**src/neoBusPkg.sv**
```systemverilog
package neoBusPkg;

	// Word address on lines 23 down to 1
	localparam int addrWidth = 23;
	localparam int dataWidth = 16;

	// Targets reachable from the 68000 side
	typedef enum logic [1:0] {
		zoneNone,
		zonePalette,
		zoneSysLatch
	} busZone;

	// Palette lives in 0x400000-0x7FFFFF and is mirrored every 8 KB
	// Only bits 23:22 take part in the decode
	localparam logic [23:0] palBase = 24'h400000;

	// System latch at 0x3A0000-0x3A001F with bits 23:5 decoded
	localparam logic [23:0] latchBase = 24'h3A0000;

	// Open bus value
	localparam logic [dataWidth-1:0] unmappedData = 16'hFFFF;

endpackage

```
**src/cpuBusIf.sv**
```systemverilog
`timescale 1ns/10ps

// One decoded CPU access, decoder to a single target
interface cpuBusIf;

	logic                               cyc;
	logic                               stb;
	logic                               we;
	logic [1:0]                         byteSel;
	logic [neoBusPkg::addrWidth:1]      addr;
	logic [neoBusPkg::dataWidth-1:0]    wdata;
	logic [neoBusPkg::dataWidth-1:0]    rdata;
	logic                               ack;

	// Decoder side
	modport master(
		output cyc, stb, we, byteSel, addr, wdata,
		input  rdata, ack
	);

	// Target side
	modport slave(
		input  cyc, stb, we, byteSel, addr, wdata,
		output rdata, ack
	);

endinterface

```
**src/sysLatch.sv**
```systemverilog
`timescale 1ns/10ps

module sysLatch(
	input  logic       clk24M,
	input  logic       arstN,
	cpuBusIf.slave     bus,
	output logic [7:0] latchBits,
	output logic       shadow,
	output logic       palBank
);

	logic writeHit;

	// Data lines play no part in an addressable latch write
	assign writeHit = bus.cyc && bus.stb && bus.we && !bus.ack;

	always_ff @(posedge clk24M or negedge arstN) begin
		if (!arstN) begin
			latchBits <= '0;
			bus.ack   <= 1'b0;
		end else begin
			bus.ack <= bus.cyc && bus.stb && !bus.ack;
			// Line 4 carries the value, lines 3:1 pick the bit
			if (writeHit)
				latchBits[bus.addr[3:1]] <= bus.addr[4];
		end
	end

	// Upper byte floats high on the real board
	assign bus.rdata = {{(neoBusPkg::dataWidth - 8){1'b1}}, latchBits};

	// Bits 1 to 6 are vector, card and system selects
	assign shadow  = latchBits[0];
	assign palBank = latchBits[7];

endmodule

```
**src/flat_wrapper.sv**
```systemverilog
// flat-port wrapper written by rule: the top's interface ports become plain ports
module sysLatch_flat 
  (clk24M, arstN, latchBits, shadow, palBank, bus_cyc, bus_stb, bus_we, bus_byteSel, bus_addr, bus_wdata, bus_rdata, bus_ack);
  cpuBusIf bus_i ();
  input  logic clk24M;
  input  logic arstN;
  output logic [7:0] latchBits;
  output logic shadow;
  output logic palBank;
  input wire logic [$bits(bus_i.cyc)-1:0] bus_cyc;
  input wire logic [$bits(bus_i.stb)-1:0] bus_stb;
  input wire logic [$bits(bus_i.we)-1:0] bus_we;
  input wire logic [$bits(bus_i.byteSel)-1:0] bus_byteSel;
  input wire logic [$bits(bus_i.addr)-1:0] bus_addr;
  input wire logic [$bits(bus_i.wdata)-1:0] bus_wdata;
  output wire logic [$bits(bus_i.rdata)-1:0] bus_rdata;
  output wire logic [$bits(bus_i.ack)-1:0] bus_ack;
  assign bus_i.cyc = bus_cyc;
  assign bus_i.stb = bus_stb;
  assign bus_i.we = bus_we;
  assign bus_i.byteSel = bus_byteSel;
  assign bus_i.addr = bus_addr;
  assign bus_i.wdata = bus_wdata;
  assign bus_rdata = bus_i.rdata;
  assign bus_ack = bus_i.ack;
  sysLatch u_core (.clk24M(clk24M), .arstN(arstN), .bus(bus_i), .latchBits(latchBits), .shadow(shadow), .palBank(palBank));
endmodule
```
**config.mk**
```make
export PLATFORM = sky130hd
export DESIGN_NAME = sysLatch_flat
export DESIGN_NICKNAME = d
export VERILOG_FILES = /design/src/neoBusPkg.sv /design/src/cpuBusIf.sv /design/src/sysLatch.sv /design/src/flat_wrapper.sv
export SDC_FILE = /design/constraint.sdc
export NUM_CORES = 1
export LEC_CHECK = 0
export ABC_AREA = 1
export ABC_CLOCK_PERIOD_IN_PS = 1300
export BUFFER_PORTS_ARGS = -buffer_cell sky130_fd_sc_hd__buf_2
export CAP_MARGIN = 20
export CORE_MARGIN = 2
export CORE_UTILIZATION = 31
export DETAILED_ROUTE_END_ITERATION = 8
export PLACE_DENSITY_LB_ADDON = 0.05
export SETUP_SLACK_MARGIN = 0.05
export SKIP_LAST_GASP = 1
export SYNTH_ARGS = -nofsm -noshare
export SYNTH_HDL_FRONTEND = slang
export SYNTH_SLANG_ARGS = --single-unit
```
**constraint.sdc**
```tcl
create_clock -name clk24M -period 1.3 [get_ports clk24M]
set_input_delay 0.195 -clock clk24M [delete_from_list [all_inputs] [get_ports clk24M]]
set_output_delay 0.195 -clock clk24M [all_outputs]
set_load 0.02 [all_outputs]
```
## Word-level counts from Yosys, hierarchy flattened

Index checks and enable logic that the tools add are counted.
W data, S select, Z words.

- $lt $le $gt $ge: 2
- Muxes and demuxes: 3
- Reduce and logical (&&, ||, !) cells: 6

Operator list:

| cell | number |
|---|---|
| $bwmux W8 | 1 |
| $logic_and A1 B1 Y1 | 5 |
| $lt A3 B4 Y1 const B | 1 |
| $demux W1 S3 | 1 |
| $ge A3 B1 Y1 const B | 1 |
| $logic_not A1 Y1 | 1 |
| $mux W1 | 1 |

- Output and inout port bits: 27
- Register bits after elaboration: 9
- Word-level logic and storage cells: 13

## Longest topological paths before layout

- Depth after elaboration: 5
- Depth in mapped cells: 6
- Mapped depth without buffers: 6

## Worst setup path before layout

No wires, ideal clock.

- Path type: flip-flop to flip-flop
- From: register u_core.bus.ack
- To: register u_core.latchBits[6]
- Stages on the path, launching flop included: 6
- Period minus slack after synthesis: 1050 ps
- Setup time: 117 ps
- Path buffers: 1
- Path slack: 250 ps
- Data arrival time: 933 ps
- Data required time: 1183 ps
- Cells stage by stage: dfrtp_1 > nor2_4 > buf_6 > nand2_1 > nand2_1 > nand2_1

- Cells in the longest elaborated chain, start to end: 2

RTL lines:

| what | line | text |
|---|---|---|
| start, declared | cpuBusIf.sv:24 | `output rdata, ack` |
| start signal, assigned | sysLatch.sv:22 | `bus.ack <= bus.cyc && bus.stb && !bus.ack;` |
| $logic_not A1 Y1 | sysLatch.sv:15 | `assign writeHit = bus.cyc && bus.stb && bus.we && !bus.ack;` |
| $logic_and A1 B1 Y1 | sysLatch.sv:15 |  |
| end signal, assigned by index | sysLatch.sv:25 | `latchBits[bus.addr[3:1]] <= bus.addr[4];` |
| end, declared | sysLatch.sv:7 | `output logic [7:0] latchBits,` |

No other way between the ends.
A chain may end at the register's enable or synchronous reset.

## Worst setup path after layout

- From: register u_core.bus.ack
- To: output bus_ack

RTL lines:

| what | line | text |
|---|---|---|
| end, declared | flat_wrapper.sv:17 | `output wire logic [$bits(bus_i.ack)-1:0] bus_ack;` |

No word-level cell between the ends.

==> results by group <==
Run status
  – Outcome: finished, final reports clean

Floorplan
  – Row cnt: 15
  – Height of the die: 47.83 um
  – Die area: 0.002288 mm^2
  – Initial core utilization: 33.76%
  – I/O pins: 73
  – Chip Width: 47.83 um
  – Core area: 0.001764 mm^2

Worst setup path
  – CP delay by family, top: flip-flops
  – Worst Path Buf+Inv: 1
  – Worst setup EP type: output port
  – Worst-path fanout max: 3
  – WP data arrival: 0.86 ns
  – Crit-path slowest cell: dfrtp_1
  – CP Class: reg2out
  – Critical Path Source Type: flip-flop
  – WP data required: 1.11 ns
  – CP max stage delay: 0.41 ns
  – Cell chain of the critical path: buf_2

Yosys
  – Ys Warns: 0
  – Seq/Total Area, Yosys: 37.82%
  – Yosys cell types: 11
  – Cell Area, Synth: a little under 600 um^2
  – Syn Area/Cell: ~7.4 um^2
  – Synth Instances: 81
  – #FFs+latches synth: 9

Routing
  – # DRC: 0
  – Routed WL per cell: 8.728 um
  – Initial drt markers: 5
  – Final ANT Viol Nets: 0
  – DRT Wirelength: 1091 um
  – 1st-pass router iterations: 3
  – DR vias: 496
  – Routed vias/inst: between 3 and 4

Cells and area
  – Most frequent cells in the layout: 29 x nand2_1, 27 x buf_2, 9 x nor2_1, 9 x dfrtp_1
  – Final Core Density: 38.16%
  – Fillers: 204
  – Ant diodes: 0
  – Layout cells sized above 1: 32.00%
  – P&R area growth vs syn: 13.03%
  – Non-Filler Instances: 125
  – Fin nets: around 150
  – Commonest non-fill, non-tap cell in the layout: nand2_1

Power
  – Clock power share: 24.2%
  – Peak supply drop: around 0.55 mV
  – Int Power: 0.0005456 W
  – Logic pwr share: 36.8%
  – Total net switching power: 0.0003703 W
  – Leakage: between 0.4 and 0.5 nW
  – PwrDens: 1361 mW/mm^2
  – Sw frac: 40.43%
  – Sequential Power Share: between 30% and 40%

STA
  – Fin Clk Skew: roughly 0.0015 ns
  – FMAX: 944.7 MHz
  – Crit path time final: between 1 and 1.5 ns
  – Unrepaired setup endpoints after global routing: no
  – Final hold vios: 0
  – Tcrit/Tclk final: between 80% and 90%
  – Final setup violating endpoints: 0
  – Fin Setup TNS: 0 ns
  – Max-slew violation count: 0

Clocking
  – CTS Buf Count: 3
  – CTS clk-pin slew, worst paths: ~0.06 ns
  – Post-CTS setup buffer count: 0
  – Clk sinks: 9
  – # hold bufs at CTS: 1
  – Clock Latency Late Sink: 0.26 ns
  – Post-cts resize count: 0
  – CTS tree: built
  – Clk buf depth: 2
  – Htree depth: 1
  – CTS Root Cell: clkbuf_4

Placement
  – DP Cell Count: 120
  – Port Buf Inserts: 27
  – GPL Wtd Cong: around 0.71
  – DP HPWL: 854.5 um

Flow run
  – Max-cap violation count: 0

GRT
  – Initial antenna violation count: 0
  – Pin count of the biggest net entering global routing: 17
  – Residual overflow from global routing: 0
  – Vias in the first global route: ~360
  – First-pass GRT wire length: 1566 um
  – Gr usage total: between 10% and 20%

Min path
  – Min-Delay Path Class: in2reg
[per-stage QoR]
step / worst slack [ns] / total power (W) / hold slack [ns] / area (um^2)
global route: 0.1328 / 0.0009895 / 0.1328 / 673.1
finish: 0.2414 / 0.0009159 / 0.1522 / 673.1
detailed placement: 0.2719 / 0.0007032 / 0.07042 / 636.9
global placement: 0.2823 / 0.0007005 / 0.07205 / 636.9
CTS: 0.2347 / 0.0009342 / 0.1471 / 673.1
floorplan: 0.2496 / 0.0006707 / -0.1006 / 621.8
[worst reg2reg max path: cells and delay by family (launching register included)]
family / cells / cell delay [ns]
flip-flops: 1 / 0.42
AND/OR/NAND/NOR: 4 / 0.52
[worst paths after layout]
path | startpoint | end | slack (ns) | cells after the start
min in group asynchronous | arstN | u_core.latchBits[4]$_DFFE_PN0P_ | 0.31 | 2
max in group asynchronous | arstN | u_core.latchBits[5]$_DFFE_PN0P_ | 0.81 | 2
hold reg to reg | u_core.latchBits[6]$_DFFE_PN0P_ | u_core.latchBits[6]$_DFFE_PN0P_ | 0.49 | 2
setup reg to reg | u_core.bus.ack$_DFF_PN0_ | u_core.latchBits[3]$_DFFE_PN0P_ | 0.27 | 4
setup / recovery | u_core.bus.ack$_DFF_PN0_ | bus_ack | 0.24 | 1
hold / removal | bus_stb | u_core.bus.ack$_DFF_PN0_ | 0.15 | 3
[power by group through the flow]
stage	registers (W)	clock network (W)	logic [W]
2_1_floorplan	0.000422	0	0.000248
3_3_place_gp	0.000360	0	0.000340
4_1_cts	0.000359	0.000233	0.000343
5_1_grt	0.000365	0.000257	0.000367
3_5_place_dp	0.000364	0	0.000339
6_report	0.000357	0.000222	0.000337
[cell usage after synthesis, drive strengths merged]
library cell | count | share of area, %
nand2 | 29 | 18
nor2 | 10 | 7.6
nand3 | 9 | 8.4
buf | 20 | 25
inv | 3 | 1.9
dfrtp | 9 | 38
conb | 1 | 0.63
[layer usage]
| layer | vias to the layer above | GRT usage (%) | part of all wire [%] |
|---|---|---|---|
| met5 | - | 0 | 0 |
| met4 | 0 | 8.108 | 1.7 |
| met3 | 2 | 5.283 | 10 |
| met2 | 25 | 13.60 | 42 |
| met1 | 211 | 13.79 | 46 |
| li1 | 258 | - | - |
[sequential cells by signal (all words and copies together), names as in the netlist]
name / cells
u_core.bus.ack: 1
u_core.latchBits: 8
[kinds of logic after synthesis]
group / count (synthesis) / share of synthesized area [%]
buf+inv: 23 / 27.31
simple gates: 48 / 34.24
other cells: 1 / 0.6296
flops: 9 / 37.82
[area by class of cell]
| class | instances | area [um^2] | share of cell area (%) |
|---|---|---|---|
| Multi-Input combinational cell | 56 | 234.0 | 34.76 |
| Sequential cell | 9 | 225.2 | 33.46 |
| Timing Repair Buffer | 28 | 145.1 | 21.56 |
| Tap cell | 25 | 31.28 | 4.647 |
| Clock buffer | 4 | 26.28 | 3.903 |
| Inverter | 3 | 11.26 | 1.673 |
Note: power is estimated with default switching activity, not from simulation.
