===== config.mk =====
export PLATFORM = sky130hd
export DESIGN_NAME = videoOut
export DESIGN_NICKNAME = d
export VERILOG_FILES = /design/src/neoVideoPkg.sv /design/src/videoOut.sv
export SDC_FILE = /design/constraint.sdc
export NUM_CORES = 1
export LEC_CHECK = 0
export BUFFER_PORTS_ARGS = -buffer_cell sky130_fd_sc_hd__buf_2
export CAP_MARGIN = 20
export CORE_UTILIZATION = 36
export CTS_CLUSTER_DIAMETER = 40
export DETAILED_ROUTE_END_ITERATION = 10
export PLACE_DENSITY = 0.74
export SLEW_MARGIN = 20
export SYNTH_ARGS = -nofsm -noshare
export SYNTH_HDL_FRONTEND = slang
export SYNTH_SLANG_ARGS = --single-unit

===== constraint.sdc =====
create_clock -name clk24M -period 1.06 [get_ports clk24M]
set_input_delay 0.053 -clock clk24M [delete_from_list [all_inputs] [get_ports clk24M]]
set_output_delay 0.053 -clock clk24M [all_outputs]
set_load 0.02 [all_outputs]

===== src/neoVideoPkg.sv =====
package neoVideoPkg;

	localparam int palIndexWidth = 12;

	// One palette entry as stored in palette RAM
	typedef struct packed {
		logic       dark;
		logic       redLow;
		logic       greenLow;
		logic       blueLow;
		logic [3:0] redHigh;
		logic [3:0] greenHigh;
		logic [3:0] blueHigh;
	} palWord;

	// Six bits per channel after dark and shadow
	typedef logic [5:0] colorLevel;

	// Pixel index in to RGB out
	localparam int videoLatency = 2;

endpackage


===== src/videoOut.sv =====
`timescale 1ns/10ps

module videoOut(
	input  logic                                  clk24M,
	input  logic                                  arstN,
	input  logic [neoVideoPkg::palIndexWidth-1:0] pixIndex,
	input  logic                                  pixValid,
	input  logic                                  shadow,
	output logic [neoVideoPkg::palIndexWidth-1:0] videoIndex,
	output logic                                  videoRead,
	input  neoVideoPkg::palWord                   videoData,
	output neoVideoPkg::colorLevel                red,
	output neoVideoPkg::colorLevel                green,
	output neoVideoPkg::colorLevel                blue,
	output logic                                  rgbValid
);

	logic [neoVideoPkg::videoLatency-1:0] validPipe;

	// Five color bits, then the inverted dark bit as LSB
	function automatic neoVideoPkg::colorLevel shade(
		input logic [3:0] high,
		input logic       low,
		input logic       dark,
		input logic       halve
	);
		neoVideoPkg::colorLevel level;
		level = {high, low, ~dark};
		if (halve)
			level = level >> 1;
		return level;
	endfunction

	// Palette lookup is the first pipeline stage
	assign videoIndex = pixIndex;
	assign videoRead  = pixValid;

	always_ff @(posedge clk24M or negedge arstN) begin
		if (!arstN)
			validPipe <= '0;
		else
			validPipe <= {validPipe[neoVideoPkg::videoLatency-2:0], pixValid};
	end

	assign rgbValid = validPipe[neoVideoPkg::videoLatency-1];

	always_ff @(posedge clk24M) begin
		if (validPipe[0]) begin
			red   <= shade(videoData.redHigh, videoData.redLow, videoData.dark, shadow);
			green <= shade(videoData.greenHigh, videoData.greenLow, videoData.dark, shadow);
			blue  <= shade(videoData.blueHigh, videoData.blueLow, videoData.dark, shadow);
		end
	end

endmodule


Yosys cells after proc, flatten, opt, wreduce, memory -nomap -nowiden
Cells that the tools add are included.
Operators by class
  mux-type cells: 3
  bitwise operators: 1
Operators with widths (count)
  5-bit two-way mux: 3
  1-bit inverter: 1
Storage, ports and cells
  bits in registers: 20
  bits of input ports: 32

Logic depth before layout (Yosys ltp)
Gate-level depths: netlist of the first run.
  depth in word-level cells: 2
  gate-level depth with buffers: 3
  gate-level depth less buffers: 2

Least setup slack after synthesis of the first run
Ideal clock, no wire load.
  path type: register to register
  from: register validPipe[0] in the netlist's numbering
  to: register blue[0] (enable)
  data arrival time: 0.665 ns
  setup slack: 0.021 ns
  cell stages (with the launch flop): 1
  path buffers: 0
  clock period less this slack: 1.039 ns
  cells stage by stage: dfrtp_1
RTL lines
  start, declared: line videoOut.sv:18  | logic [neoVideoPkg::videoLatency-1:0] validPipe;
  start signal, assigned: line videoOut.sv:42  | validPipe <= {validPipe[neoVideoPkg::videoLatency-2:0], pixValid};
  end signal, assigned: line videoOut.sv:51  | blue <= shade(videoData.blueHigh, videoData.blueLow, videoData.dark, shadow);
  end, declared: line videoOut.sv:14  | output neoVideoPkg::colorLevel blue,
No word-level cell between the ends.

Worst setup path after layout of the first run
  from: input port pixValid
  to: output port videoRead
RTL lines
  start, declared: line videoOut.sv:7  | input logic pixValid,
  end, declared: line videoOut.sv:10  | output logic videoRead,
No word-level cell between the ends.

==> results of run 1 <==
cell usage in the layout, fill, tap and decap left out, drive strengths merged:
master,count
dlygate4sd3,2
nand2,3
mux2i,1
inv,1
clkbuf,4
dfrtp,2
o21ai,3
mux2,11
buf,41
edfxtp,18
nor2b,3
how the worst max path moves through the flow:
stage                           startpoint                end  depth (start not counted)
finish                            pixValid          videoRead                          3
global route            green[2]$_DFFE_PP_           green[2]                          1
CTS                     green[2]$_DFFE_PP_           green[2]                          1
detailed placement                  shadow   red[3]$_DFFE_PP_                          3
global placement                    shadow  blue[2]$_DFFE_PP_                          3
floorplan           validPipe[0]$_DFF_PN0_  blue[0]$_DFFE_PP_                          0
critical path, delay by kind of cell:
family | cells | cell delay [ns]
buffers and inverters | 3 | 0.80
layer usage:
| metal | wire, um | vias up | part of all wire [%] | track usage (%) |
|---|---|---|---|---|
| met5 | 0 | - | 0 | 0 |
| met4 | 10 | 0 | 0.71 | 5.70 |
| met3 | 197 | 4 | 14 | 4.06 |
| met2 | 670 | 33 | 48 | 16.9 |
| met1 | 531 | 232 | 38 | 12.5 |
| li1 | - | 252 | - | - |
cells by family (layout without fill, tap and decap cells):
| group | count (synthesis) | in the layout | synth area share (%) |
|---|---|---|---|
| buffers and inverters | 16 | 48 | 12.7 |
| and+or+nand+nor | 6 | 6 | 3.25 |
| AOI/OAI and AO/OA | 3 | 3 | 1.62 |
| DFF | 20 | 20 | 63.9 |
| muxes | 12 | 12 | 18.5 |
final cells by class:
cell class	count	share of cell area, %
flip-flops and latches	20	52.3
repair buffers	43	22.6
multi-input cells	21	19.2
well taps	30	3.32
clock buffers	4	2.33
inverters	1	0.332
power groups by stage:
stage | Combinational [uW] | Clock, uW | Sequential [uW]
floorplan | 153 | 0 | 1020
finish | 265 | 350 | 926
global route | 286 | 408 | 931
detailed placement | 262 | 0 | 945
CTS | 269 | 372 | 927
global placement | 258 | 0 | 945
registers in the layout, indices dropped and copies added (netlist names):
| signal | cells |
|---|---|
| validPipe | 2 |
| red | 6 |
| blue | 6 |
| green | 6 |
through the flow:
stage	instances	cell area [um2]	power, uW	util [%]
global route	119	1130	1620	46.0
finish	119	1130	1540	46.0
CTS	119	1130	1570	46.0
global placement	113	1080	1200	44.1
floorplan	57	925	1170	-
detailed placement	113	1080	1210	44.1
Yosys cell counts:
master / n / area (um2)
buf_2: 1 / 5.00
buf_4: 13 / 97.6
buf_6: 1 / 11.3
dfrtp_1: 2 / 50.1
edfxtp_1: 18 / 541
inv_1: 1 / 3.75
mux2_2: 1 / 11.3
mux2_4: 10 / 150
mux2i_1: 1 / 10.0
nand2_1: 3 / 11.3
nor2b_1: 3 / 18.8
o21ai_0: 3 / 15.0
repair_timing:
action / in CTS / in global routing
hold buffers: 2 / 0
hold endpoints to repair: 3 / 0
setup buffers: 0 / 0
==> metrics, run 1 <==
Detailed Routing Iterations Pass 1 2; Register-to-Register Path Depth 1; TritonCTS Buffers 3; Die ar. 2780 um2; vias in the first global route 466; Final Hold Viols 0; maximum vdd ir drop 0.635 mV; routed wire length 1410 um; Gate power share 17.2%; CTS clk-pin slew, worst paths 0.09 ns; first-pass GRT wire length 2090 um; Post-Syn Nets 89; CTS tree yes; largest stage delay on the critical path 0.53 ns; maximum clock rate 1100 MHz; Initial Util 37.7%; Die X-Extent 52.7 um; post-route minimum period 0.907 ns; critical-path cell list dlygate4sd3_1, buf_2, buf_2; clk root buf clkbuf_4; antenna violations before repair 0; Slew headroom 90.1%; GPL Wtd Cong 0.633; Maximum Capacitance Violations 0; CP Class input pin to primary output; crit path launch type input pin; flops & latches, synth 20; Mapped Area 925 um2; Buffers on Ports 39; core area 2450 um2; Synth Area per Inst 16.2 um2; worst skew pair latency 0.29 ns; slowest cell on the critical path dlygate4sd3_1; proportion of layout cells with a drive suffix above 1 61.8%; fin nets 122; GRT Overall Usage 10.7%; worst r2r src validPipe[0]$_DFF_PN0_; total negative slack 0 ns; I/O Pins 64; register area share after synthesis 63.9%; row count 18; final worst-path setup slack 0.153 ns; ANT nets after route 0; clk buf depth 2; net switching power 350 uW; area of the multi-input gates 216 um2; critical path arrival 0.85 ns; DRC Markers 0; Tcrit/Tclk final 85.5%; Antenna Cells 0; Clk pwr share 22.7%; r2r setup slk 0.24 ns; die span in y 52.7 um; post-synthesis cell count 57; fin. max-slew vios 0; clock skew 0.00872 ns; via-per-instance ratio 4.38; WP data required 1.01 ns; worst slew pin tran 0.146 ns; Post-CTS Resized 0; crit path capture type primary output; CP max FO 2; cell mode on critical path buf_2; Fillers 234; Yosys cell types 12; sw frac 22.7%; H-tree levels 1; static leakage 0.000515 uW; cell-internal power 1190 uW; Setup Viol. Count Final 0; worst slack at placement 0.0919 ns; Avg WL per Cell 11.8 um; Reg-to-Reg End green[4]$_DFFE_PP_; pin count of the biggest net entering global routing 20; Register Area 591 um2; Pwr per Cell Area 1360 nW/um2; TritonCTS Sinks 20; Layout area overhead 22.2%; WHS 0.0652 ns; Reg power frac 60.1%; Hold Path Class input pin to async pin; grt total ovfl 0; DR iter-0 viols 6; status complete, no violations; Yosys warnings 0; routed vias 521; RSZ-0062 raised after global routing no
No activity file was read; power rests on OpenSTA's default activity.
==> inputs of run 2 (changes only) <==
- REMOVE_ABC_BUFFERS: not set -> 1
==> metrics, run 2 (same netlist as run 1, synthesis figures left out) <==
Gate power share 16.2% (-1.0 points); worst r2r src validPipe[0]$_DFF_PN0_; largest stage delay on the critical path 0.42 ns (-0.11 ns); Initial Util 37.7% (unchanged); grt total ovfl 0 (unchanged); most frequent cells in the layout buf_2 (39), edfxtp_1 (18), mux2_4 (10); crit path capture type primary output; WP data required 1.01 ns (about the same); CTS clk-pin slew, worst paths 0.11 ns (+0.02 ns); routed wire length 1530 um (+8.3%); WHS 0.0522 ns (-0.0131 ns); pin count of the biggest net entering global routing 18 (-10%); GPL Wtd Cong 0.669 (+5.7%); GRT Overall Usage 12.1% (+1.4 points); Detailed Routing Iterations Pass 1 4 (+2); Reg power frac 57.4% (-2.7 points); Core Util, Final 46.2% (+0.20 points); r2r setup slk 0.22 ns (-0.02 ns); ANT nets after route 0 (unchanged); Avg WL per Cell 12.7 um (+7.4%); Tcrit/Tclk final 89.3% (+3.8 points); proportion of layout cells with a drive suffix above 1 63.3% (+1.5 points); Pwr per Cell Area 1420 nW/um2 (+4.5%); maximum clock rate 1060 MHz (-4.2%); WP buf/inv 1 (-2); slowest cell on the critical path edfxtp_1; H-tree levels 1 (unchanged); Die X-Extent 52.7 um (unchanged); clk buf depth 2 (unchanged); total negative slack 0 ns (unchanged); worst skew pair latency 0.30 ns (about the same); TritonCTS Sinks 20 (unchanged); top flop regs blue x6, green x6, red x6; sw frac 22.5% (-0.16 points); Clk pwr share 26.4% (+3.7 points); routed vias 525 (+0.77%); crit path launch blue[0]$_DFFE_PP_; Buffers on Ports 39 (unchanged); clk root buf clkbuf_4; TritonCTS Buffers 3 (unchanged); Die ar. 2780 um2 (unchanged); post-route minimum period 0.947 ns (+0.0401 ns); fin. max-slew vios 0 (unchanged); cell-internal power 1250 uW (+5.1%); critical-path cell list buf_2; most common cell after layout, fill and taps aside buf_2; first-pass GRT wire length 2270 um (+8.6%); critical path arrival 0.89 ns (+0.04 ns); DRC Markers 0 (unchanged); static leakage 0.000521 uW (+1.2%); crit path launch type flop; die span in y 52.7 um (unchanged); Hold Path Class input pin to async pin; maximum vdd ir drop 0.726 mV (+14%); Reg-to-Reg End red[4]$_DFFE_PP_; core area 2450 um2 (unchanged); via-per-instance ratio 4.38 (about the same); status complete, no violations; vias in the first global route 498 (+6.9%); Register-to-Register Path Depth 1 (unchanged); clock skew 0.00751 ns (-0.00121 ns); worst slew pin tran 0.190 ns (+0.0434 ns); Setup Viol. Count Final 0 (unchanged); postcts setup bufs 0 (unchanged); CP Class flop to primary output; DR iter-0 viols 2 (-4); Slew headroom 87.2% (-2.9 points); Layout area overhead 22.7%; RSZ-0062 raised after global routing no; antenna violations before repair 0 (unchanged); Maximum Capacitance Violations 0 (unchanged); CP max FO 1 (-1); net switching power 364 uW (+4.2%); CTS tree yes; Fillers 226 (-3.4%); row count 18 (unchanged); Final Hold Viols 0 (unchanged); fin nets 123 (+0.82%); CP top delay family flip-flops; I/O Pins 64 (unchanged); Antenna Cells 0 (unchanged)
-- run 2: timing repair --
action                                  in CTS  in global routing
hold buffers                                 2                  0
hold endpoints to repair                     3                  0
resized for setup                            0                  0
endpoints found under the setup margin       0                  0
-- run 2: stage by stage --
stage	worst slack (ns)	instances	area (um2)	power (uW)
finish	0.113	120	1130	1620
global route	0.0856	120	1130	1680
CTS	0.110	120	1130	1640
detailed placement	0.102	114	1080	1210
global placement	0.118	114	1080	1200
floorplan	0.0206	42	811	1080
-- run 2: cell type report --
cell class / instances / area (um2) / share of cell area (%)
Sequential cell: 20 / 591 / 52.0
Timing Repair Buffer: 44 / 250 / 22.1
Multi-Input combinational cell: 21 / 216 / 19.1
Tap cell: 30 / 37.5 / 3.31
Clock buffer: 4 / 36.3 / 3.20
Inverter: 1 / 3.75 / 0.331
-- run 2: worst max-delay path by stage --
stage	to	slack (ns)	cells past startpoint
global route	blue[0]	0.09	1
detailed placement	blue[4]$_DFFE_PP_	0.10	3
floorplan	blue[0]$_DFFE_PP_	0.02	0
global placement	red[2]$_DFFE_PP_	0.12	3
CTS	blue[0]	0.11	1
finish	blue[0]	0.11	1
-- run 2: layer usage --
layer	vias up	share of wire (%)	track usage (%)
met2	44	44	17.1
met3	4	14	8.12
met5	-	0	0
li1	255	-	-
met1	222	40	13.7
met4	0	1.2	6.58
-- run 2: power by group through the flow --
stage / sequential (uW) / combinational [uW] / clock, uW
2_1_floorplan: 1020 / 64.7 / 0
3_3_place_gp: 946 / 252 / 0
3_5_place_dp: 946 / 261 / 0
4_1_cts: 928 / 265 / 450
5_1_grt: 933 / 282 / 469
6_report: 928 / 262 / 427
==> inputs of run 3 (changes only) <==
==> constraint.sdc (replaced) <==
create_clock -name clk24M -period 1.06 [get_ports clk24M]
set_input_delay 0.159 -clock clk24M [delete_from_list [all_inputs] [get_ports clk24M]]
set_output_delay 0.159 -clock clk24M [all_outputs]
set_load 0.02 [all_outputs]
==> metrics, run 3 (same netlist as run 1, synthesis figures left out) <==
row count 18 (unchanged); hold buffer count at CTS 2 (unchanged); Avg WL per Cell 12.2 um (-3.9%); Die ar. 2780 um2 (unchanged); via-per-instance ratio 4.39 (+0.31%); Slew headroom 89.0% (+1.8 points); Non-Filler Instances 121 (+0.83%); maximum vdd ir drop 0.952 mV (+31%); Layout area overhead 23.5%; ANT nets after route 0 (unchanged); Post-CTS Resized 0 (unchanged); total negative slack 0 ns (unchanged); pin count of the biggest net entering global routing 18 (unchanged); Final Hold Viols 0 (unchanged); clk buf depth 2 (unchanged); WP data required 0.90 ns (-0.11 ns); critical-path cell list buf_2; crit path capture type primary output; Fillers 235 (+4.0%); DRC Markers 0 (unchanged); crit path launch type flop; GRT Overall Usage 11.3% (-0.87 points); CTS tree yes; TritonCTS Sinks 20 (unchanged); first-pass GRT wire length 2150 um (-5.2%); Register Area 591 um2 (unchanged); antenna violations before repair 0 (unchanged); WP buf/inv 1 (unchanged); RSZ-0062 raised after global routing no; worst skew pair latency 0.29 ns (about the same); Buffers on Ports 39 (unchanged); grt total ovfl 0 (unchanged); detailed placement HPWL 1180 um; routed wire length 1480 um (-3.1%); worst slew pin tran 0.163 ns (-0.0270 ns); Pwr per Cell Area 1410 nW/um2 (-0.78%); Tcrit/Tclk final 96.5% (+7.2 points); CTS clk-pin slew, worst paths 0.11 ns (about the same); most frequent cells in the layout buf_2 (39), edfxtp_1 (18), mux2_4 (10); core area 2450 um2 (unchanged); fin. max-slew vios 0 (unchanged); fin nets 124 (+0.81%); top flop regs blue x6, green x6, red x6; CP Class flop to primary output; GPL Wtd Cong 0.665 (-0.51%); Die X-Extent 52.7 um (unchanged); Hold Path Class input pin to async pin; largest stage delay on the critical path 0.40 ns (-0.02 ns); WHS 0.154 ns (+0.102 ns); vias in the first global route 511 (+2.6%); clock skew 0.00416 ns (-0.00335 ns); routed vias 531 (+1.1%); die span in y 52.7 um (unchanged); Setup Viol. Count Final 0 (unchanged); static leakage 0.000526 uW (+0.92%); Antenna Cells 0 (unchanged); Cells after DPL 115 (+0.88%); CP top delay family flip-flops; DR iter-0 viols 1 (-1); area of the multi-input gates 216 um2 (unchanged); I/O Pins 64 (unchanged); Initial Util 37.7% (unchanged); status complete, no violations; critical path arrival 0.86 ns (-0.03 ns); postcts setup bufs 0 (unchanged); maximum clock rate 977 MHz (-7.5%); TritonCTS Buffers 3 (unchanged); CP max FO 1 (unchanged); proportion of layout cells with a drive suffix above 1 63.7% (+0.40 points); clk root buf clkbuf_4; Detailed Routing Iterations Pass 1 2 (-2); slowest cell on the critical path edfxtp_1; post-route minimum period 1.02 ns (+0.0766 ns); most common cell after layout, fill and taps aside buf_2; Maximum Capacitance Violations 0 (unchanged); H-tree levels 1 (unchanged)
## run 3: worst paths after layout
kind                                             start                      to  slack [ns]  cells past startpoint
worst max-delay path                 blue[0]$_DFFE_PP_                 blue[0]        0.04                      1
min in group clk24M                       videoData[7]      green[4]$_DFFE_PP_        0.17                      2
max in group asynchronous                        arstN  validPipe[1]$_DFF_PN0_        0.82                      2
worst min register to register  validPipe[0]$_DFF_PN0_  validPipe[1]$_DFF_PN0_        0.56                      1
worst max register to register  validPipe[0]$_DFF_PN0_    red[5]$_SDFFCE_PP0P_        0.23                      1
worst min-delay path                             arstN  validPipe[0]$_DFF_PN0_        0.15                      2
## run 3: power breakdown
group	switching (uW)	leakage [uW]	internal [uW]
registers	10.1	0.000203	917
logic	135	0.000302	129
clock network	215	0.0000210	209
## run 3: cell type report
cell class	count	area share, %
well taps	30	3.29
clock buffers	4	3.18
multi-input cells	21	18.9
repair buffers	45	22.6
inverters	1	0.329
flip-flops and latches	20	51.7
## run 3: metrics by stage
stage / instance area [um2] / worst slack (ns) / utilization [%] / total power [uW]
final: 1140 / 0.0367 / 46.5 / 1610
after global routing: 1140 / 0.00594 / 46.5 / 1680
after CTS: 1140 / 0.0339 / 46.5 / 1630
after detailed placement: 1090 / 0.0427 / 44.2 / 1210
after global placement: 1090 / 0.0627 / 44.2 / 1200
after floorplan: 811 / 0.0206 / - / 1080
## run 3: layer usage
metal | vias to the layer above | GRT usage (%) | wire length, um
met5 | - | 0 | 0
met4 | 0 | 6.58 | 4
met3 | 2 | 7.25 | 222
met2 | 42 | 17.1 | 690
met1 | 228 | 11.6 | 561
li1 | 259 | - | -
