### src/neoBusPkg.sv
package neoBusPkg;

	// Word address on lines 23 down to 1
	localparam int addrWidth = 23;
	localparam int dataWidth = 16;

	// Targets reachable from the 68000 side
	typedef enum logic [1:0] {
		zoneNone,
		zonePalette,
		zoneSysLatch
	} busZone;

	// Palette lives in 0x400000-0x7FFFFF and is mirrored every 8 KB
	// Only bits 23:22 take part in the decode
	localparam logic [23:0] palBase = 24'h400000;

	// System latch at 0x3A0000-0x3A001F with bits 23:5 decoded
	localparam logic [23:0] latchBase = 24'h3A0000;

	// Open bus value
	localparam logic [dataWidth-1:0] unmappedData = 16'hFFFF;

endpackage

### src/cpuBusIf.sv
`timescale 1ns/10ps

// One decoded CPU access, decoder to a single target
interface cpuBusIf;

	logic                               cyc;
	logic                               stb;
	logic                               we;
	logic [1:0]                         byteSel;
	logic [neoBusPkg::addrWidth:1]      addr;
	logic [neoBusPkg::dataWidth-1:0]    wdata;
	logic [neoBusPkg::dataWidth-1:0]    rdata;
	logic                               ack;

	// Decoder side
	modport master(
		output cyc, stb, we, byteSel, addr, wdata,
		input  rdata, ack
	);

	// Target side
	modport slave(
		input  cyc, stb, we, byteSel, addr, wdata,
		output rdata, ack
	);

endinterface

### src/addrDecoder.sv
`timescale 1ns/10ps

module addrDecoder(
	input  logic                            clk24M,
	input  logic                            arstN,
	input  logic [neoBusPkg::addrWidth:1]   addr,
	input  logic [neoBusPkg::dataWidth-1:0] dataIn,
	input  logic                            rw,
	input  logic                            asN,
	input  logic                            ldsN,
	input  logic                            udsN,
	output logic [neoBusPkg::dataWidth-1:0] dataOut,
	output logic                            dtackN,
	cpuBusIf.master                         palBus,
	cpuBusIf.master                         latchBus
);

	typedef enum logic [2:0] {
		stIdle,
		stStrobe,
		stWaitAck,
		stDtack,
		stRelease
	} decState;

	decState state;

	// Strobe order is as, uds, lds, rw
	logic [3:0] syncA;
	logic [3:0] syncB;
	logic asS, udsS, ldsS, rwS;

	neoBusPkg::busZone addrZone;
	neoBusPkg::busZone cycZone;

	logic [neoBusPkg::addrWidth:1]   cycAddr;
	logic [neoBusPkg::dataWidth-1:0] cycData;
	logic                            cycWe;
	logic [1:0]                      cycSel;
	logic                            cycActive;
	logic                            targetAck;

	assign {asS, udsS, ldsS, rwS} = syncB;

	// Mirrors of the palette fall out of decoding only the top two lines
	always_comb begin
		addrZone = neoBusPkg::zoneNone;
		if (addr[23:22] == neoBusPkg::palBase[23:22])
			addrZone = neoBusPkg::zonePalette;
		else if (addr[23:5] == neoBusPkg::latchBase[23:5])
			addrZone = neoBusPkg::zoneSysLatch;
	end

	assign cycActive = (state == stStrobe) || (state == stWaitAck);

	assign palBus.cyc     = cycActive && (cycZone == neoBusPkg::zonePalette);
	assign palBus.stb     = cycActive && (cycZone == neoBusPkg::zonePalette);
	assign palBus.we      = cycWe;
	assign palBus.byteSel = cycSel;
	assign palBus.addr    = cycAddr;
	assign palBus.wdata   = cycData;

	assign latchBus.cyc     = cycActive && (cycZone == neoBusPkg::zoneSysLatch);
	assign latchBus.stb     = cycActive && (cycZone == neoBusPkg::zoneSysLatch);
	assign latchBus.we      = cycWe;
	assign latchBus.byteSel = cycSel;
	assign latchBus.addr    = cycAddr;
	assign latchBus.wdata   = cycData;

	// Unmapped zones answer at the slot where a target ack would land
	always_comb begin
		case (cycZone)
			neoBusPkg::zonePalette:  targetAck = palBus.ack;
			neoBusPkg::zoneSysLatch: targetAck = latchBus.ack;
			default:                 targetAck = 1'b1;
		endcase
	end

	always_ff @(posedge clk24M or negedge arstN) begin
		if (!arstN) begin
			syncA   <= 4'b1111;
			syncB   <= 4'b1111;
			state   <= stIdle;
			cycZone <= neoBusPkg::zoneNone;
			dtackN  <= 1'b1;
		end else begin
			syncA <= {asN, udsN, ldsN, rw};
			syncB <= syncA;
			case (state)
				stIdle: begin
					if (!asS) begin
						cycZone <= addrZone;
						state   <= stStrobe;
					end
				end
				stStrobe:
					state <= stWaitAck;
				stWaitAck: begin
					if (targetAck) begin
						dtackN <= 1'b0;
						state  <= stDtack;
					end
				end
				stDtack: begin
					// Hold DTACK until the CPU ends its cycle
					if (asS) begin
						dtackN <= 1'b1;
						state  <= stRelease;
					end
				end
				default:
					state <= stIdle;
			endcase
		end
	end

	// Cycle payload is captured once per access
	always_ff @(posedge clk24M) begin
		if (state == stIdle && !asS) begin
			cycAddr <= addr;
			cycData <= dataIn;
			cycWe   <= ~rwS;
			cycSel  <= ~{udsS, ldsS};
		end
		if (state == stWaitAck && targetAck) begin
			case (cycZone)
				neoBusPkg::zonePalette:  dataOut <= palBus.rdata;
				neoBusPkg::zoneSysLatch: dataOut <= latchBus.rdata;
				default:                 dataOut <= neoBusPkg::unmappedData;
			endcase
		end
	end

endmodule

### src/flat_wrapper.sv
// flat-port wrapper written by rule: the top's interface ports become plain ports
module addrDecoder_flat 
  (clk24M, arstN, addr, dataIn, rw, asN, ldsN, udsN, dataOut, dtackN, palBus_cyc, palBus_stb, palBus_we, palBus_byteSel, palBus_addr, palBus_wdata, palBus_rdata, palBus_ack, latchBus_cyc, latchBus_stb, latchBus_we, latchBus_byteSel, latchBus_addr, latchBus_wdata, latchBus_rdata, latchBus_ack);
  cpuBusIf palBus_i ();
  cpuBusIf latchBus_i ();
  input  logic clk24M;
  input  logic arstN;
  input  logic [neoBusPkg::addrWidth:1] addr;
  input  logic [neoBusPkg::dataWidth-1:0] dataIn;
  input  logic rw;
  input  logic asN;
  input  logic ldsN;
  input  logic udsN;
  output logic [neoBusPkg::dataWidth-1:0] dataOut;
  output logic dtackN;
  output wire logic [$bits(palBus_i.cyc)-1:0] palBus_cyc;
  output wire logic [$bits(palBus_i.stb)-1:0] palBus_stb;
  output wire logic [$bits(palBus_i.we)-1:0] palBus_we;
  output wire logic [$bits(palBus_i.byteSel)-1:0] palBus_byteSel;
  output wire logic [$bits(palBus_i.addr)-1:0] palBus_addr;
  output wire logic [$bits(palBus_i.wdata)-1:0] palBus_wdata;
  input wire logic [$bits(palBus_i.rdata)-1:0] palBus_rdata;
  input wire logic [$bits(palBus_i.ack)-1:0] palBus_ack;
  output wire logic [$bits(latchBus_i.cyc)-1:0] latchBus_cyc;
  output wire logic [$bits(latchBus_i.stb)-1:0] latchBus_stb;
  output wire logic [$bits(latchBus_i.we)-1:0] latchBus_we;
  output wire logic [$bits(latchBus_i.byteSel)-1:0] latchBus_byteSel;
  output wire logic [$bits(latchBus_i.addr)-1:0] latchBus_addr;
  output wire logic [$bits(latchBus_i.wdata)-1:0] latchBus_wdata;
  input wire logic [$bits(latchBus_i.rdata)-1:0] latchBus_rdata;
  input wire logic [$bits(latchBus_i.ack)-1:0] latchBus_ack;
  assign palBus_cyc = palBus_i.cyc;
  assign palBus_stb = palBus_i.stb;
  assign palBus_we = palBus_i.we;
  assign palBus_byteSel = palBus_i.byteSel;
  assign palBus_addr = palBus_i.addr;
  assign palBus_wdata = palBus_i.wdata;
  assign palBus_i.rdata = palBus_rdata;
  assign palBus_i.ack = palBus_ack;
  assign latchBus_cyc = latchBus_i.cyc;
  assign latchBus_stb = latchBus_i.stb;
  assign latchBus_we = latchBus_i.we;
  assign latchBus_byteSel = latchBus_i.byteSel;
  assign latchBus_addr = latchBus_i.addr;
  assign latchBus_wdata = latchBus_i.wdata;
  assign latchBus_i.rdata = latchBus_rdata;
  assign latchBus_i.ack = latchBus_ack;
  addrDecoder u_core (.clk24M(clk24M), .arstN(arstN), .addr(addr), .dataIn(dataIn), .rw(rw), .asN(asN), .ldsN(ldsN), .udsN(udsN), .dataOut(dataOut), .dtackN(dtackN), .palBus(palBus_i), .latchBus(latchBus_i));
endmodule
### config.mk
export PLATFORM = sky130hd
export DESIGN_NAME = addrDecoder_flat
export DESIGN_NICKNAME = d
export VERILOG_FILES = /design/src/neoBusPkg.sv /design/src/cpuBusIf.sv /design/src/addrDecoder.sv /design/src/flat_wrapper.sv
export SDC_FILE = /design/constraint.sdc
export NUM_CORES = 1
export LEC_CHECK = 0
export BUFFER_PORTS_ARGS = -buffer_cell sky130_fd_sc_hd__buf_2
export CAP_MARGIN = 20
export CORE_UTILIZATION = 30
export CTS_CLUSTER_DIAMETER = 120
export CTS_CLUSTER_SIZE = 25
export DETAILED_ROUTE_END_ITERATION = 12
export PLACE_DENSITY_LB_ADDON = 0.15
export SETUP_SLACK_MARGIN = 0.4
export SLEW_MARGIN = 5
export SYNTH_ARGS = -nofsm -noshare
export SYNTH_HDL_FRONTEND = slang
export SYNTH_SLANG_ARGS = --single-unit
### constraint.sdc
create_clock -name clk24M -period 3.09 [get_ports clk24M]
set_clock_uncertainty 0.15 [all_clocks]
set_input_delay 0.7725 -clock clk24M [delete_from_list [all_inputs] [get_ports clk24M]]
set_output_delay 0.7725 -clock clk24M [all_outputs]
set_load 0.005 [all_outputs]
* Word level (Yosys, flattened, before mapping)
Index checks and enable logic that the tools add are counted.
** Cells by class
- $add $sub $neg :: 0
- Multiply operators :: 0
- Div/mod/pow operators :: 0
- Order comparisons :: 0
- Equality and inequality tests :: 10
- Shift operators :: 0
- Mux-type cells :: 11
- Bitwise logic cells :: 3
- Reduce and logical (&&, ||, !) cells :: 11
** Operators with widths (number)
- $pmux 16 s2 :: 1
- $eq 19x17->1 const B :: 1
- $pmux 3 s4 :: 1
- $mux 3 :: 3
- $eq 3x2->1 const B :: 2
- $reduce_and 3->1 :: 2
- $eq 2x1->1 const B :: 2
- $logic_and 1x1->1 :: 4
- $mux 2 :: 2
- $ne 2x1->1 const B :: 2
- $pmux 1 s2 :: 2
- $eq 3x1->1 const B :: 1
- $logic_not 3->1 :: 1
- $eq 2x2->1 const B :: 1
- $mux 1 :: 2
- $ne 2x2->1 const B :: 1
- $not 1->1 :: 2
- $not 2->2 :: 1
- $reduce_and 2->1 :: 1
- $reduce_bool 2->1 :: 1
- $logic_not 1->1 :: 1
- $logic_or 1x1->1 :: 1
** Storage, ports and cells
- Bits in registers :: 72
- Bits in latches :: 0
- Bits in writable memories :: 0
- ROM bits :: 0
- Bits of input ports :: 79
- Output and inout port bits :: 105
- Logic and storage cells :: 45
- Memories :: 0

* Depth between registers and ports, before layout
Gate-level depths: netlist of the first run.
- Depth after elaboration :: 4
- Mapped depth :: 6
- Gate-level depth less buffers :: 5

* Worst setup path before layout of the first run
No wires, ideal clock.
- Path kind :: register to register
- Start :: register u_core.state[1]
- End :: register u_core.cycAddr, in the netlist u_core.latchBus.addr[10], enable pin
- Library setup time :: 0.424 ns
- Arrival time :: 2.048 ns
- Required time :: 2.516 ns
- Path slack :: 0.468 ns
- Cell stages (with the launch flop) :: 3
- Buffers on the path :: 1
- Clock period less this slack :: 2.622 ns
- Path through :: dfrtp_1 > buf_4 > nor4_4
** Between the ends
- Word-level cells in the longest chain between the ends :: 2
** RTL lines
- start, declared :: line addrDecoder.sv:26 : decState state;
- start signal, assigned :: line addrDecoder.sv:83 : state <= stIdle;
- start signal, assigned :: line addrDecoder.sv:93 : state <= stStrobe;
- start signal, assigned :: line addrDecoder.sv:97 : state <= stWaitAck;
- $logic_not 3->1 :: line addrDecoder.sv:119 : if (state == stIdle && !asS) begin
- $logic_and 1x1->1 :: line addrDecoder.sv:119
- end signal, assigned :: line addrDecoder.sv:120 : cycAddr <= addr;
- end, declared :: line addrDecoder.sv:36 : logic [neoBusPkg::addrWidth:1] cycAddr;
No other way between the ends.
A chain may end at the register's enable or synchronous reset.

* Worst setup path in the final report of the first run
- Start :: register u_core.state[1]
- End :: output latchBus_cyc
** Between the ends
- Word-level cells in the longest chain between the ends :: 3
- Elaborated cells between the ends (all ways) :: 4
- Classes of those cells :: eq/ne (2); reduce/logical (2)
** RTL lines
- $eq 3x1->1 / $eq 3x2->1 (equally long branches) :: line addrDecoder.sv:54 : assign cycActive = (state == stStrobe) || (state == stWaitAck);
- $logic_or 1x1->1 * :: line addrDecoder.sv:54
- $logic_and 1x1->1 * :: line addrDecoder.sv:63 : assign latchBus.cyc = cycActive && (cycZone == neoBusPkg::zoneSysLatch);
- end, declared :: line flat_wrapper.sv:24 : output wire logic [$bits(latchBus_i.cyc)-1:0] latchBus_cyc;
Every way passes the cells marked *; elsewhere a longest branch is shown, timed or not.

==> implementation parameters, run 1 <==
Parameter                              Value

Floorplanning
  Die height ... 100.0 µm
  Placement Rows ... 35
  Die area ... 0.01000 mm²
  Top-level port count ... 184
  Floorplan core area ... 0.009284 mm²
  Overall die width ... 100.0 µm
  Initial standard-cell utilization of the core ... 31.04%

Synth
  Post-synthesis sequential element count ... 72
  Number of distinct standard cells referenced by the synthesized netlist ... 27
  Main synth FF type ... sky130_fd_sc_hd__edfxtp_1
  Sequential element share of the synthesized area ... 72.99%
  Post-synth top area cell ... sky130_fd_sc_hd__edfxtp_1
  Share of the synthesized area in the top cell type ... 60.44%
  Post-Synthesis Cell Area ... 0.002882 mm²
  Yosys warns ... 0
  Top area cells in the synthesized netlist ... sky130_fd_sc_hd__edfxtp_1 (60%), sky130_fd_sc_hd__buf_4 (12%), sky130_fd_sc_hd__dfstp_2 (8.2%)
  Async set or reset register ratio after synthesis ... 19.44%
  Number of instances in the synthesized netlist ... 174
  Syn Nets ... 255
  Post-Syn Area per Cell ... 16.56 µm²
  Number of flops mapped to enable cells by yosys ... 58

Clock network
  Clock Tree Buf Depth ... 2
  Register clock-pin slew on the reported worst setup and hold paths ... 0.08 ns
  Quantity of gates resized following cts ... 0
  Cts bufs inserted ... 9
  Clock Sinks ... 72
  Total number of H-tree levels ... 3
  # hold bufs at CTS ... 0
  Clk Latency, worst-skew pair ... 0.33 ns
  Postcts setup bufs ... 0
  Clock root buffer ... sky130_fd_sc_hd__clkbuf_8
  Clock tree from TritonCTS ... built

Route
  Final wirelength ... 6325 µm
  Routed length on met3 ... 448 µm
  Total length of routed met2 wires ... 3279 µm
  Vias per cell ... 4.249
  Total number of vias ... 1,929
  Number of design rule violations left after detail routing ... 0
  WL met1 ... 2471 µm
  Avg WL per Cell ... 13.93 µm
  Max Used Layer ... met4
  Number of iterations in the first detailed-routing pass ... 4
  Drt first-iter violations ... 35
  Antenna-violating nets left ... 0

Job
  Count of max-cap constraint violations ... 0

Critical path
  Standard cell with the maximum stage delay on the critical path ... sky130_fd_sc_hd__dfrtp_1
  Kind of critical path ... reg -> out
  Slack of the worst reg-to-reg path ... 1.03 ns
  Critical path launch point type ... flip-flop
  Peak per-stage delay on the critical path ... 0.49 ns
  Worst-path fanout max ... 9
  Critical path's top delay family ... flip-flops
  Worst path arrival time ... 1.40 ns
  Kind of capture point of the worst setup path ... primary output
  Worst path cell trace ... xnor2_1 -> nor2_1 -> and2_1 -> buf_2
  Worst EP required ... 2.17 ns
  CP bufs+invs ... 1

Cells and area
  Utilization after layout ... 40.78%
  Area added between synthesis and finish ... 31.39%
  Antenna diode instance count ... 0
  Commonest non-fill, non-tap cells in the layout ... sky130_fd_sc_hd__buf_2 (183), sky130_fd_sc_hd__edfxtp_1 (58), sky130_fd_sc_hd__a221o_1 (17)
  Fraction of layout cells with a size suffix above 1 ... 64.62%
  Count of placed standard cells in the final layout, fillers left out ... 454
  Fillers ... 897
  Most common cell after layout, fill and taps aside ... sky130_fd_sc_hd__buf_2
  Final nets ... 401

Hold path
  Classification of the worst-slack hold path ... in -> async

Timing
  Slew of the pin with the lowest slew margin ... 0.5394 ns
  Finish-stage setup viols ... 0
  Final number of max-transition violations ... 0
  Maximum clock rate ... 0.4308 GHz
  Unrepaired setup endpoints after global routing ... false
  Hold violation total from the final report ... 0
  Slew Limit Headroom ... 64.04%
  Post-route fraction of the period consumed by the critical path ... 75.11%
  Final worst path period need ... 2.321 ns
  Total negative slack for setup checks ... 0 ns

Run status
  Outcome ... finished clean

Global routing
  Number of global-route vias before repair ... 1,813
  Global-route usage over all layers ... 12.73%
  Antenna violations before repair ... 0
  First-pass GRT wire length ... 9301 µm
  Final global-route overflow total ... 0
  Largest net degree at the start of global routing ... 37

Placed design
  Count of port buffers added during placement ... 183
  Routability congestion estimate from global placement ... 0.7540
  Placed Cells incl. Taps ... 438
  Placed wire-length estimate after detailed placement ... 4773 µm

Power and ir drop
  Leakage dissipation ... 1.648 nW
  Power per standard cell area ... 753.2 mW/mm²
  IR Drop Worst-Case VDD ... 0.3143 mV
[worst reg2reg max path: stages (launching register included)]
cell                      delay (ns)
sky130_fd_sc_hd__dfrtp_1        0.35
sky130_fd_sc_hd__inv_1          0.06
sky130_fd_sc_hd__ha_1           0.62
sky130_fd_sc_hd__a221o_1        0.22
sky130_fd_sc_hd__and3_4         0.35
[worst paths after layout]
check,to,depth (start not counted),start
hold / removal,u_core.state[2],1,arstN
setup reg to reg,u_core.dataOut[13],4,u_core.cycZone[0]
min in group clk24M,u_core.syncB[2],0,u_core.syncA[2]
hold reg to reg,u_core.syncB[2],0,u_core.syncA[2]
max in group asynchronous,u_core.syncB[3],1,arstN
setup / recovery,latchBus_cyc,4,u_core.state[1]
[metrics by stage]
step | hold WS, ns | power [mW] | cell area [µm²] | setup slack [ns]
global route | 0.1456 | 3.048 | 3786 | 0.6235
global placement | 0.1960 | 2.189 | 3607 | 1.056
floorplan | 0.1952 | 1.930 | 2882 | 0.4677
CTS | 0.1482 | 2.900 | 3786 | 0.7419
finish | 0.1580 | 2.852 | 3786 | 0.7690
detailed placement | 0.1976 | 2.191 | 3607 | 1.018
[cells in the mapped netlist, types with 2 or more instances]
library cell / count
sky130_fd_sc_hd__a31oi_1: 2
sky130_fd_sc_hd__nor4_1: 3
sky130_fd_sc_hd__dfrtp_1: 5
sky130_fd_sc_hd__buf_4: 45
sky130_fd_sc_hd__edfxtp_1: 58
sky130_fd_sc_hd__a221o_1: 17
sky130_fd_sc_hd__and2_1: 2
sky130_fd_sc_hd__ha_1: 2
sky130_fd_sc_hd__nand3_1: 2
sky130_fd_sc_hd__buf_6: 2
sky130_fd_sc_hd__inv_1: 5
sky130_fd_sc_hd__dfstp_2: 9
sky130_fd_sc_hd__buf_2: 2
sky130_fd_sc_hd__nor2_1: 4
sky130_fd_sc_hd__nand3b_1: 3
sky130_fd_sc_hd__clkbuf_1: 2
[registers in the layout (all words and copies together) (netlist names)]
name / count
u_core.syncB: 4
u_core.latchBus.we: 1
u_core.cycZone: 2
u_core.syncA: 4
u_core.latchBus.wdata: 16
u_core.dtackN: 1
u_core.latchBus.byteSel: 2
u_core.state: 3
u_core.latchBus.addr: 23
u_core.dataOut: 16
[area by class of cell]
class | instances | area (µm²) | share of cell area (%)
tap | 129 | 161.4 | 4.263
clock buffer | 11 | 131.4 | 3.470
clock inverter | 5 | 47.55 | 1.256
sequential | 72 | 2103 | 55.55
timing repair buffer | 187 | 945.9 | 24.98
inverter | 5 | 18.77 | 0.4957
multi-input combinational | 45 | 377.9 | 9.980
[where the power goes]
group	total (mW)	internal, mW	leakage (nW)	switching [mW]
Combinational	0.705	0.333	0.876	0.371
Sequential	1.45	1.34	0.679	0.106
Clock	0.696	0.366	0.0922	0.330
Total	2.85	2.04	1.65	0.808
[logic make-up after synthesis]
group,Yosys count,synth area share (%)
simple gates,20,4.950
fa+ha+maj,2,0.8683
xor+xnor,1,0.3040
flops,72,72.99
compound gates,22,6.991
buf+inv,57,13.89
[metal layers]
metal / global-route usage, % / up-vias
met1: 14.92 / 916
met5: 0 / -
met4: 5.240 / 0
li1: - / 902
met2: 20.85 / 102
met3: 5.084 / 9
Power figures use the tool's default switching activity.
==> run 2: changes to the inputs <==
==> constraint.sdc (replaced) <==
create_clock -name clk24M -period 2.1 [get_ports clk24M]
set_clock_uncertainty 0.15 [all_clocks]
set_input_delay 0.525 -clock clk24M [delete_from_list [all_inputs] [get_ports clk24M]]
set_output_delay 0.525 -clock clk24M [all_outputs]
set_load 0.005 [all_outputs]
==> run 2 against run 1 <==
Sequential power is 46% higher. Register-to-register slack worse by 0.77 ns. Routed wire length increased by 17%. Critical path type unchanged. Critical endpoint is now latchBus_stb. Largest cell class unchanged.
==> implementation parameters, run 2 (same netlist as run 1, synthesis figures left out) <==
Parameter                              Value

Run status
  Outcome ... finished clean

Critical path
  Kind of critical path ... reg -> out
  Critical path launch point type ... flip-flop
  Worst EP required ... 1.42 ns (-0.75 ns)
  Worst path arrival time ... 1.30 ns (-0.10 ns)
  Kind of capture point of the worst setup path ... primary output
  Worst-path fanout max ... 2 (-7)
  Slack of the worst reg-to-reg path ... 0.26 ns (-0.77 ns)

Cells and area
  Fillers ... 879 (-2.0%)
  Area added between synthesis and finish ... 45.20%
  Most common cell after layout, fill and taps aside ... sky130_fd_sc_hd__buf_2
  Final nets ... 422 (+5.2%)
  Fraction of layout cells with a size suffix above 1 ... 70.72% (+6.1 points)
  Commonest non-fill, non-tap cells in the layout ... sky130_fd_sc_hd__buf_2 (180), sky130_fd_sc_hd__edfxtp_1 (58), sky130_fd_sc_hd__a221o_1 (17)
  Largest register FFs ... 23 (unchanged)
  Antenna diode instance count ... 0 (unchanged)

Placed design
  Count of port buffers added during placement ... 183 (unchanged)
  Worst Setup Slack post-DPL ... 0.3098 ns (-0.7085 ns)
  Routability congestion estimate from global placement ... 0.7603 (+0.84%)
  Placed wire-length estimate after detailed placement ... 5054 µm (+5.9%)

Route
  Drt first-iter violations ... 59 (+69%)
  Antenna-violating nets left ... 0 (unchanged)
  Max Used Layer ... met4
  Avg WL per Cell ... 15.68 µm (+13%)
  Total length of routed met2 wires ... 4036 µm (+23%)
  WL met1 ... 2735 µm (+11%)
  Number of design rule violations left after detail routing ... 0 (unchanged)
  Number of iterations in the first detailed-routing pass ... 4 (unchanged)
  Final wirelength ... 7431 µm (+17%)
  Routed length on met3 ... 532 µm (+19%)
  Vias per cell ... 4.297 (+1.1%)
  Total number of vias ... 2,037 (+5.6%)

Clock network
  Register clock-pin slew on the reported worst setup and hold paths ... 0.08 ns (about the same)
  Clock Sinks ... 72 (unchanged)
  Cts bufs inserted ... 9 (unchanged)
  Total number of H-tree levels ... 3 (unchanged)
  Clock Tree Buf Depth ... 2 (unchanged)
  Clock tree from TritonCTS ... built
  Clk Latency, worst-skew pair ... 0.34 ns (about the same)
  Clock root buffer ... sky130_fd_sc_hd__clkbuf_8

Global routing
  Global-route usage over all layers ... 13.44% (+0.72 points)
  Antenna violations before repair ... 0 (unchanged)
  First-pass GRT wire length ... 9742 µm (+4.7%)
  Final global-route overflow total ... 0 (unchanged)
  Number of global-route vias before repair ... 1,910 (+5.4%)
  Largest net degree at the start of global routing ... 47 (+27%)

Floorplanning
  Floorplan core area ... 0.009284 mm² (unchanged)
  Placement Rows ... 35 (unchanged)
  Die height ... 100.0 µm (unchanged)
  Initial standard-cell utilization of the core ... 31.04% (unchanged)
  Top-level port count ... 184 (unchanged)
  Overall die width ... 100.0 µm (unchanged)
  Die area ... 0.01000 mm² (unchanged)

Timing
  Slew Limit Headroom ... 69.59% (+5.6 points)
  Post-route fraction of the period consumed by the critical path ... 94.05%
  Worst Hold Margin ... 0.1213 ns (-0.03675 ns)
  Unrepaired setup endpoints after global routing ... true
  Final worst-path setup slack ... 0.1250 ns (-0.6440 ns)
  Finish-stage setup viols ... 0 (unchanged)
  Final worst path period need ... 1.975 ns
  Hold violation total from the final report ... 0 (unchanged)
  Final number of max-transition violations ... 0 (unchanged)
  Slew of the pin with the lowest slew margin ... 0.4519 ns (-0.08745 ns)
  Maximum clock rate ... 0.5063 GHz

Power and ir drop
  IR Drop Worst-Case VDD ... 0.4087 mV (+30%)
  Power per standard cell area ... 1154 mW/mm² (+53%)
  Post-route total power ... 4.828 mW (+69%)
  Leakage dissipation ... 1.807 nW (+9.6%)

Job
  Count of max-cap constraint violations ... 0 (unchanged)

Hold path
  Classification of the worst-slack hold path ... in -> reg
## run 2: cell count changes in the layout (fill, tap and decap cells not counted), sizes merged
cell / change
buf: +14
and3: +2
clkbuf: +2
clkinv: -2
clkinvlp: +2
bufinv: +1
dlygate4sd3: +1
## run 2: stage by stage
stage | utilization, % | setup TNS (ns) | instance area (µm²) | cells
floorplan | - | -22.56 | 2943 | 174
global placement | 39.04 | 0 | 3625 | 436
detailed placement | 39.04 | 0 | 3625 | 436
CTS | 42.20 | 0 | 3918 | 460
global route | 45.07 | 0 | 4184 | 474
finish | 45.07 | 0 | 4184 | 474
## run 2: worst max-delay path, cell delays in order, from the launching register on
cell and delay (ns):
sky130_fd_sc_hd__dfrtp_1 0.38, sky130_fd_sc_hd__buf_4 0.14, sky130_fd_sc_hd__ha_4 0.16, sky130_fd_sc_hd__and2_4 0.16
sky130_fd_sc_hd__buf_6 0.11
## run 2: final cells by class
type                            count  area (µm²)  area share, %
Sequential cell                    72        2106          50.33
Timing Repair Buffer              206        1240          29.64
Multi-Input combinational cell     47       449.2          10.74
Tap cell                          129       161.4          3.858
Clock buffer                        9       123.9          2.961
Clock inverter                      6       85.08          2.033
Inverter                            5       18.77         0.4486
## run 2: final timing paths
| check | startpoint | to | cells past startpoint |
|---|---|---|---|
| max | u_core.cycZone[1] | latchBus_stb | 4 |
| max in group asynchronous | arstN | u_core.syncA[2] | 2 |
| min in group asynchronous | arstN | u_core.cycZone[0] | 2 |
| max reg2reg | u_core.cycZone[1] | u_core.dataOut[4] | 5 |
| min reg2reg | u_core.syncA[2] | u_core.syncB[2] | 0 |
| min | asN | u_core.syncA[3] | 1 |
## run 2: power breakdown
part | total (mW) | leakage, nW | internal [mW] | switching [mW]
clock network | 1.18 | 0.101 | 0.658 | 0.522
registers | 2.11 | 0.677 | 1.98 | 0.125
logic | 1.54 | 1.03 | 0.812 | 0.731
total | 4.83 | 1.81 | 3.45 | 1.38
## run 2: what timing repair did
item                       CTS  global route
setup buffers                6             7
pin swaps                    1             9
gates cloned                 2             7
hold endpoints to repair     5             0
hold buffers                 1             0
setup endpoints to repair   20            67
resized for setup            5            21
## run 2: routing by layer
layer,vias to the layer above,track usage (%)
met4,0,5.574
li1,948,-
met2,92,24.72
met1,985,13.37
met5,-,0
met3,12,5.501
